--- config.mk ---
export PLATFORM = sky130hd
export DESIGN_NAME = game_core
export DESIGN_NICKNAME = d
export VERILOG_FILES = /design/src/hw/game_pkg.sv /design/src/hw/draw_req_if.sv /design/src/hw/collision_matrix.sv /design/src/hw/frame_hit_latch.sv /design/src/hw/game_core.sv /design/src/hw/score_keeper.sv
export SDC_FILE = /design/constraint.sdc
export NUM_CORES = 1
export LEC_CHECK = 0
export ABC_CLOCK_PERIOD_IN_PS = 4600
export BUFFER_PORTS_ARGS = -buffer_cell sky130_fd_sc_hd__buf_2
export CORE_MARGIN = 2
export CORE_UTILIZATION = 25
export DETAILED_ROUTE_END_ITERATION = 10
export GPL_TIMING_DRIVEN = 0
export PLACE_DENSITY = 0.4
export SYNTH_ARGS = -nofsm -noshare
export SYNTH_HDL_FRONTEND = slang
export SYNTH_SLANG_ARGS = --single-unit
--- constraint.sdc ---
create_clock -name clk -period 4.6 [get_ports clk]
set_clock_uncertainty 0.05 [all_clocks]
set_input_delay 0.23 -clock clk [delete_from_list [all_inputs] [get_ports clk]]
set_output_delay 0.23 -clock clk [all_outputs]
set_load 0.1 [all_outputs]
--- src/hw/game_pkg.sv ---
////////////////////////////////////////
// widths and vector types shared by the collision blocks
// enemy count is fixed here, one request bit per enemy sprite
////////////////////////////////////////

package game_pkg;

	// number of enemy sprites on screen
	localparam int NUM_ENEMIES = 3;

	localparam int LIVES_W = 3; // up to 7 lives per player
	localparam int COUNT_W = 8; // tallies saturate at 255

	// remaining lives of one player
	typedef logic [LIVES_W-1:0] lives_t;

	// kill and power-up tallies
	typedef logic [COUNT_W-1:0] count_t;

	// one bit per enemy sprite, bit i is enemy i
	typedef logic [NUM_ENEMIES-1:0] enemy_vec_t;

endpackage

--- src/hw/draw_req_if.sv ---
////////////////////////////////////////
// sprite request bus and collision event bus
// collision_if is used for raw events and for frame pulses
////////////////////////////////////////

// drawing requests of all layers for the current pixel
interface draw_req_if import game_pkg::*; ();
	logic player;
	logic player2;
	logic columns;
	logic wall;
	logic blast;
	logic blast2;
	logic bomb;
	logic bomb2;
	logic door_idol;
	logic power_up;
	logic spikes;
	enemy_vec_t enemy;
	logic player_invulnerable; // level from the player's timer
	logic player2_invulnerable;

	modport src (
		output player, player2, columns, wall, blast, blast2, bomb, bomb2,
		output door_idol, power_up, spikes, enemy,
		output player_invulnerable, player2_invulnerable
	);

	modport dst (
		input player, player2, columns, wall, blast, blast2, bomb, bomb2,
		input door_idol, power_up, spikes, enemy,
		input player_invulnerable, player2_invulnerable
	);
endinterface

// named collision events, one bit each (enemy fields one bit per enemy)
interface collision_if import game_pkg::*; ();
	logic player_block;
	logic player2_block;
	enemy_vec_t enemy_block;
	logic blast_wall;
	logic player_hit;
	logic player2_hit;
	enemy_vec_t enemy_kill;
	logic player_power_up;
	logic player2_power_up;
	logic player_door;

	modport src (
		output player_block, player2_block, enemy_block, blast_wall,
		output player_hit, player2_hit, enemy_kill,
		output player_power_up, player2_power_up, player_door
	);

	modport dst (
		input player_block, player2_block, enemy_block, blast_wall,
		input player_hit, player2_hit, enemy_kill,
		input player_power_up, player2_power_up, player_door
	);
endinterface

--- src/hw/collision_matrix.sv ---
////////////////////////////////////////
// overlap rules for one pixel, purely combinational
// events follow the requests in the same cycle
////////////////////////////////////////

module collision_matrix import game_pkg::*; (
	draw_req_if.dst req,
	collision_if.src raw
);

	logic blast_any;     // either player's blast covers the pixel
	logic enemy_any;     // at least one enemy covers the pixel
	logic enemy_stop;    // obstacle for enemies
	logic p1_stop;
	logic p2_stop;
	logic p1_danger;
	logic p2_danger;

	assign blast_any = req.blast || req.blast2;
	assign enemy_any = |req.enemy;

	// each player walks through its own bomb but not the other's
	assign p1_stop = req.columns || req.wall || req.bomb2;
	assign p2_stop = req.columns || req.wall || req.bomb;

	// enemies are stopped by any bomb
	assign enemy_stop = req.columns || req.wall || req.bomb || req.bomb2;

	// blasts hurt both players, including the owner
	assign p1_danger = blast_any || enemy_any || req.spikes;
	assign p2_danger = blast_any || enemy_any || req.spikes;

	// blocking
	assign raw.player_block  = req.player && p1_stop;
	assign raw.player2_block = req.player2 && p2_stop;
	assign raw.enemy_block   = req.enemy & {NUM_ENEMIES{enemy_stop}};

	// a blast only breaks plain wall, columns are solid
	assign raw.blast_wall = blast_any && req.wall && !req.columns;

	// pick-ups hidden behind wall do not count
	assign raw.player_door      = req.player && req.door_idol && !req.wall;
	assign raw.player_power_up  = req.player && req.power_up && !req.wall;
	assign raw.player2_power_up = req.player2 && req.power_up && !req.wall;

	// hits are masked while the player is invulnerable
	assign raw.player_hit  = req.player && p1_danger && !req.player_invulnerable;
	assign raw.player2_hit = req.player2 && p2_danger && !req.player2_invulnerable;

	assign raw.enemy_kill = req.enemy & {NUM_ENEMIES{blast_any}}; // per enemy

endmodule

--- src/hw/frame_hit_latch.sv ---
////////////////////////////////////////
// one pulse per event bit per frame, one cycle after the first hit
// blocking events are only delayed a cycle, never suppressed
////////////////////////////////////////

module frame_hit_latch import game_pkg::*; (
	input  logic clk,
	input  logic resetN,
	input  logic start_of_frame, // one cycle strobe per video frame
	collision_if.dst raw,
	collision_if.src pulse
);

	// suppressed events: blast_wall, hits, kills, power-ups, door
	localparam int EV_W = NUM_ENEMIES + 6;

	logic [EV_W-1:0] raw_vec;
	logic [EV_W-1:0] pulse_vec;
	logic [EV_W-1:0] flags;     // set once the bit has pulsed this frame
	logic [EV_W-1:0] flags_eff; // flags as seen by the current cycle

	logic player_block_q;
	logic player2_block_q;
	enemy_vec_t enemy_block_q;

	assign raw_vec = {
		raw.blast_wall,
		raw.player_hit,
		raw.player2_hit,
		raw.enemy_kill,
		raw.player_power_up,
		raw.player2_power_up,
		raw.player_door
	};

	// a new frame clears the flags in the same cycle,
	// so an event on the strobe belongs to the new frame
	assign flags_eff = start_of_frame ? '0 : flags;

	always_ff @(posedge clk or negedge resetN) begin
		if (!resetN) begin
			flags     <= '0;
			pulse_vec <= '0;
		end else begin
			pulse_vec <= raw_vec & ~flags_eff; // first occurrence only
			flags     <= flags_eff | raw_vec;
		end
	end

	// motion logic needs every blocked pixel
	always_ff @(posedge clk or negedge resetN) begin
		if (!resetN) begin
			player_block_q  <= 1'b0;
			player2_block_q <= 1'b0;
			enemy_block_q   <= '0;
		end else begin
			player_block_q  <= raw.player_block;
			player2_block_q <= raw.player2_block;
			enemy_block_q   <= raw.enemy_block;
		end
	end

	assign {
		pulse.blast_wall,
		pulse.player_hit,
		pulse.player2_hit,
		pulse.enemy_kill,
		pulse.player_power_up,
		pulse.player2_power_up,
		pulse.player_door
	} = pulse_vec;

	assign pulse.player_block  = player_block_q;
	assign pulse.player2_block = player2_block_q;
	assign pulse.enemy_block   = enemy_block_q;

endmodule

--- src/hw/game_core.sv ---
////////////////////////////////////////
// collision and score top, requests to pulses 1 cycle, to counters 2
////////////////////////////////////////

module game_core import game_pkg::*; #(
	parameter int LIVES_INIT = 3 // lives per player at reset
) (
	input  logic clk,
	input  logic resetN,
	input  logic start_of_frame,
	input  logic player_req,
	input  logic player2_req,
	input  logic columns_req,
	input  logic wall_req,
	input  logic blast_req,
	input  logic blast2_req,
	input  logic bomb_req,
	input  logic bomb2_req,
	input  logic door_idol_req,
	input  logic power_up_req,
	input  logic spikes_req,
	input  enemy_vec_t enemy_req,
	input  logic player_invulnerable,
	input  logic player2_invulnerable,
	output logic player_block,
	output logic player2_block,
	output enemy_vec_t enemy_block,
	output logic blast_wall_pulse,
	output logic player_hit_pulse,
	output logic player2_hit_pulse,
	output enemy_vec_t enemy_kill_pulse,
	output lives_t lives1,
	output lives_t lives2,
	output count_t kills,
	output count_t power_ups1,
	output count_t power_ups2,
	output logic level_done,
	output logic game_over
);

	draw_req_if req_bus ();
	collision_if raw_bus ();   // same-cycle events
	collision_if pulse_bus (); // registered, one per frame

	assign req_bus.player               = player_req;
	assign req_bus.player2              = player2_req;
	assign req_bus.columns              = columns_req;
	assign req_bus.wall                 = wall_req;
	assign req_bus.blast                = blast_req;
	assign req_bus.blast2               = blast2_req;
	assign req_bus.bomb                 = bomb_req;
	assign req_bus.bomb2                = bomb2_req;
	assign req_bus.door_idol            = door_idol_req;
	assign req_bus.power_up             = power_up_req;
	assign req_bus.spikes               = spikes_req;
	assign req_bus.enemy                = enemy_req;
	assign req_bus.player_invulnerable  = player_invulnerable;
	assign req_bus.player2_invulnerable = player2_invulnerable;

	collision_matrix matrix_i (
		.req (req_bus.dst),
		.raw (raw_bus.src)
	);

	frame_hit_latch latch_i (
		.clk            (clk),
		.resetN         (resetN),
		.start_of_frame (start_of_frame),
		.raw            (raw_bus.dst),
		.pulse          (pulse_bus.src)
	);

	score_keeper #(
		.LIVES_INIT (LIVES_INIT)
	) score_i (
		.clk        (clk),
		.resetN     (resetN),
		.pulse      (pulse_bus.dst),
		.lives1     (lives1),
		.lives2     (lives2),
		.kills      (kills),
		.power_ups1 (power_ups1),
		.power_ups2 (power_ups2),
		.level_done (level_done),
		.game_over  (game_over)
	);

	// outputs straight from the pulse bus
	assign player_block      = pulse_bus.player_block;
	assign player2_block     = pulse_bus.player2_block;
	assign enemy_block       = pulse_bus.enemy_block;
	assign blast_wall_pulse  = pulse_bus.blast_wall;
	assign player_hit_pulse  = pulse_bus.player_hit;
	assign player2_hit_pulse = pulse_bus.player2_hit;
	assign enemy_kill_pulse  = pulse_bus.enemy_kill;

endmodule

--- src/hw/score_keeper.sv ---
////////////////////////////////////////
// lives and tallies, all saturating; counters move a cycle after a pulse
// level_done is sticky until reset
////////////////////////////////////////

module score_keeper import game_pkg::*; #(
	parameter int LIVES_INIT = 3 // must fit in lives_t
) (
	input  logic clk,
	input  logic resetN,
	collision_if.dst pulse,
	output lives_t lives1,
	output lives_t lives2,
	output count_t kills,
	output count_t power_ups1,
	output count_t power_ups2,
	output logic level_done,
	output logic game_over
);

	logic [COUNT_W:0] kill_sum; // one extra bit to catch overflow

	// number of enemies killed by this pulse
	function automatic count_t count_ones(input enemy_vec_t v);
		count_t n;
		n = '0;
		for (int i = 0; i < NUM_ENEMIES; i++)
			n = n + count_t'(v[i]);
		return n;
	endfunction

	assign kill_sum = {1'b0, kills} + {1'b0, count_ones(pulse.enemy_kill)};

	// lives
	always_ff @(posedge clk or negedge resetN) begin
		if (!resetN) begin
			lives1 <= lives_t'(LIVES_INIT);
			lives2 <= lives_t'(LIVES_INIT);
		end else begin
			if (pulse.player_hit && lives1 != '0)
				lives1 <= lives1 - 1'b1; // stop at zero
			if (pulse.player2_hit && lives2 != '0)
				lives2 <= lives2 - 1'b1;
		end
	end

	// kills and power-ups
	always_ff @(posedge clk or negedge resetN) begin
		if (!resetN) begin
			kills      <= '0;
			power_ups1 <= '0;
			power_ups2 <= '0;
		end else begin
			if (kill_sum[COUNT_W])
				kills <= {COUNT_W{1'b1}}; // hold at max
			else
				kills <= kill_sum[COUNT_W-1:0];
			if (pulse.player_power_up && power_ups1 != {COUNT_W{1'b1}})
				power_ups1 <= power_ups1 + 1'b1;
			if (pulse.player2_power_up && power_ups2 != {COUNT_W{1'b1}})
				power_ups2 <= power_ups2 + 1'b1;
		end
	end

	// door reached, stays set for the rest of the level
	always_ff @(posedge clk or negedge resetN) begin
		if (!resetN)
			level_done <= 1'b0;
		else if (pulse.player_door)
			level_done <= 1'b1;
	end

	assign game_over = (lives1 == '0) && (lives2 == '0);

endmodule

==> flow_metrics.tcl <==
set metrics [dict create \
    num-fill-cells 975 \
    die_w_um 102.5 \
    ff_latch_area_um2 1356 \
    finalCriticalPeriod_ns 2.529 \
    critPathMostFrequentCell "fa_1" \
    syn_nets 254 \
    drt-total-wl_um 5099 \
    synth_area_per_cell_um2 10.97 \
    slowest_stage "fa_1" \
    slowest_delay_ns 0.55 \
    grt_first_pass_wirelength_um 8355 \
    area_growth_pct 23.94 \
    hpwl_um 3743 \
    rows 35 \
    tritoncts "built" \
    worstSetupPathType "reg -> reg" \
    design_area_um2 3005 \
    io_buffers 60 \
    worstPathArrival_ns 2.72 \
    synth_warnings 0 \
    grt_max_degree 55 \
    crit_path_end_kind "flop" \
    synthMuxAreaShare_pct 3.767 \
    start_util_pct 26.00 \
    met2WireLength_um 2186 \
    yosysSeqAreaShare_pct 55.93 \
    worstPathCellList "fa_1, ha_1, inv_1, fa_1, nand2b_1, nor2b_1, o311ai_0, o21a_1" \
    hold_viol_final 0 \
    ys_ff_latch 54 \
    relSlewSlack_pct 53.08 \
    intPower_mw 0.8865 \
    hp-class "in -> reg" \
    crit_fanout 3 \
    routed_via_density 4.246 \
    synth_fa_ha_area_share_pct 7.843 \
    rsz0062_at_grt "false" \
    insertion_delay_ns 0.30 \
    yosys.cell_types.count 36 \
    p_clk_share_pct 16.7 \
    multi_input_area_um2 989.7 \
    num_vias 1779 \
    fin_util_pct 32.22 \
    placedInstanceArea_um2 2887 \
    path_clk_slew_ns 0.09 \
    core_um2 9328 \
    grtUsageTotal_pct 10.33 \
    instances_no_fill 419 \
    drcViolationCount 0 \
    die_h_um 102.5 \
    layout-drive-gt1-share_pct 27.24 \
    wl_per_cell_um 12.17 \
    timing.rr.start "latch_i.pulse_vec[3]$_DFF_PN0_" \
    drt-initial-drc-count 36 \
    routed.top_layer "met4" \
    vdd_drop_max_uv 294.4 \
    nets 322 \
    crit_path_start_kind "flop" \
    sw_frac_of_total_pct 52.83 \
    setup_tns_ns 0 \
    drv_slew 0 \
    p_leak_nw 1.428 \
    synth_simple_gate_area_share_pct 14.19 \
    cts.sinks 54 \
    cp.required_ns 4.79 \
    crit_start "latch_i.pulse_vec[3]$_DFF_PN0_" \
    synth_area_um2 2425 \
    timing.hold.ws_ns 0.09634 \
    switchingPower_mw 0.9930 \
    gr-total-overflow 0 \
    finalWeightedCongestion 0.7124 \
    p_comb_share_pct 47.8 \
    power_density_nw_per_um2 625.4 \
    wl_met1_um 2608 \
    ant_nets 0 \
    firstDrtPassIters 4 \
    status "finished clean" \
    cts-root-buf "clkbuf_8" \
    synth_top_family_by_area "simple AND/OR/NAND/NOR gates" \
    diodes 0 \
    setup_viol_count_final 0 \
    fin_crit_sh_pct 54.97 \
    drv_cap 0 \
    min_from "door_idol_req" \
    syn-instance-count 221 \
    tightest_slew_ns 0.7038 \
    clockBufferDepth 2 \
    cts-htree-levels 2 \
    synth_compound_area_share_pct 11.76 \
    dieArea_um2 10500 \
    met3_length_um 237 \
    cts_buffers 5 \
    io_pins 62 \
    achievable-frequency_ghz 0.3955 \
    grt_antenna_before_repair 0 \
    sequentialPowerShare_pct 35.5 \
    place_inst 410 \
    cts_resized 0 \
    synth-xor-area-share_pct 3.251 \
    grt_pass1_vias 1650 \
]
==> synthesized netlist by cell type, drive strengths merged <==
cell type,n,area [µm²]
dfrtp,50,1251
nand2,21,78.83
o21ai,20,111.4
inv,19,71.32
a21oi,18,90.09
ha,12,150.1
nand3,8,40.04
nand4,7,43.79
xnor2,7,61.31
mux2,6,71.31
nor2,6,22.52
nor2b,6,37.54
and3,4,25.02
dfstp,4,105.1
nand2b,4,25.02
a31oi,3,18.77
nand3b,3,22.52
o31a,3,26.28
fa,2,40.04
mux2i,2,20.02
nor4,2,12.51
o21a,2,15.01
or2,2,15.02
xor2,2,17.52
a21o,1,7.510
clkbuf,1,3.750
clkinv,1,3.750
nor3,1,5.000
nor3b,1,7.510
o21bai,1,7.510
o311ai,1,8.760
or3b,1,8.760
==> repair_timing <==
| action | in CTS | in global routing |
|---|---|---|
| endpoints found under the hold margin | 0 | 50 |
| setup buffers | 0 | 0 |
| hold buffers | 0 | 1 |
==> state kept, by name, indices dropped and copies added, names as in the netlist <==
signal	count
score_i.power_ups1	8
score_i.kills	8
latch_i.pulse_vec	9
latch_i.pulse.player_block	1
score_i.power_ups2	8
score_i.lives1	3
score_i.lives2	3
latch_i.flags	9
score_i.level_done	1
latch_i.pulse.enemy_block	3
latch_i.pulse.player2_block	1
==> area by class of cell <==
type / instances / area share, %
Buffer: 1 / 0.1249
Multi-Input combinational cell: 146 / 32.93
Sequential cell: 54 / 45.13
Clock buffer: 7 / 2.540
Inverter: 20 / 2.498
Timing Repair Buffer: 61 / 10.41
Tap cell: 129 / 5.371
Clock inverter: 1 / 0.9992
==> cell usage in the layout, fill, tap and decap left out, types with 2 or more instances in the layout <==
master    count
a31oi_1       3
o31a_1        3
xor2_1        2
clkbuf_1      3
dfrtp_1      50
and3_1        4
nor2b_1       6
nand2b_1      4
clkbuf_8      5
nand3_1       8
mux2i_1       2
fa_1          2
inv_1        19
mux2_2        4
buf_2        59
nand2_1      21
nand3b_1      3
a21oi_1      18
o21ai_0      19
nand4_1       7
xnor2_1       7
dfstp_2       4
nor4_1        2
ha_1         12
o21a_1        2
nor2_1        6
==> final timing paths <==
path / end / slack (ns) / cells after the start
max: score_i.kills[3]$_DFF_PN0_ / 2.07 / 8
min: latch_i.flags[0]$_DFF_PN0_ / 0.1 / 3
max reg2reg: score_i.kills[3]$_DFF_PN0_ / 2.07 / 8
min reg2reg: score_i.level_done$_DFFE_PN0P_ / 0.39 / 1
max in group asynchronous: latch_i.pulse_vec[7]$_DFF_PN0_ / 3.57 / 2
min in group asynchronous: latch_i.pulse.player_block$_DFF_PN0_ / 0.46 / 2
==> critical path: cells and delay by family, from the launching register on <==
family,cells,cell delay [ns]
simple gates,2,0.33
compound gates,2,0.50
fa+ha+maj,3,1.10
flops,1,0.43
buf+inv,1,0.05
==> cell families after synthesis <==
kind of cell               Yosys count
AOI/OAI and AO/OA                   49
buffers and inverters               21
and+or+nand+nor                     66
adders and majority gates           14
DFF                                 54
xor gates and xnor gates             9
muxes                                8
==> per-layer routing <==
layer	track usage (%)	up-vias
met1	15.01	837
met4	3.692	0
li1	-	898
met3	2.394	4
met2	15.03	40
met5	0	-
==> power by group through the flow <==
stage / clock network [mW] / registers [mW] / logic (mW)
final: 0.314 / 0.667 / 0.899
after global routing: 0.353 / 0.687 / 0.949
after CTS: 0.335 / 0.670 / 0.906
after detailed placement: 0 / 0.678 / 0.904
after global placement: 0 / 0.678 / 0.900
after floorplan: 0 / 1.25 / 0.171
==> per-stage QoR <==
step | total power, mW | setup slack [ns]
final | 1.880 | 2.071
after floorplan | 1.417 | 1.096
after detailed placement | 1.582 | 2.092
after CTS | 1.910 | 2.062
after global routing | 1.989 | 1.963
after global placement | 1.579 | 2.069
Note: power is estimated with default switching activity, not from simulation.
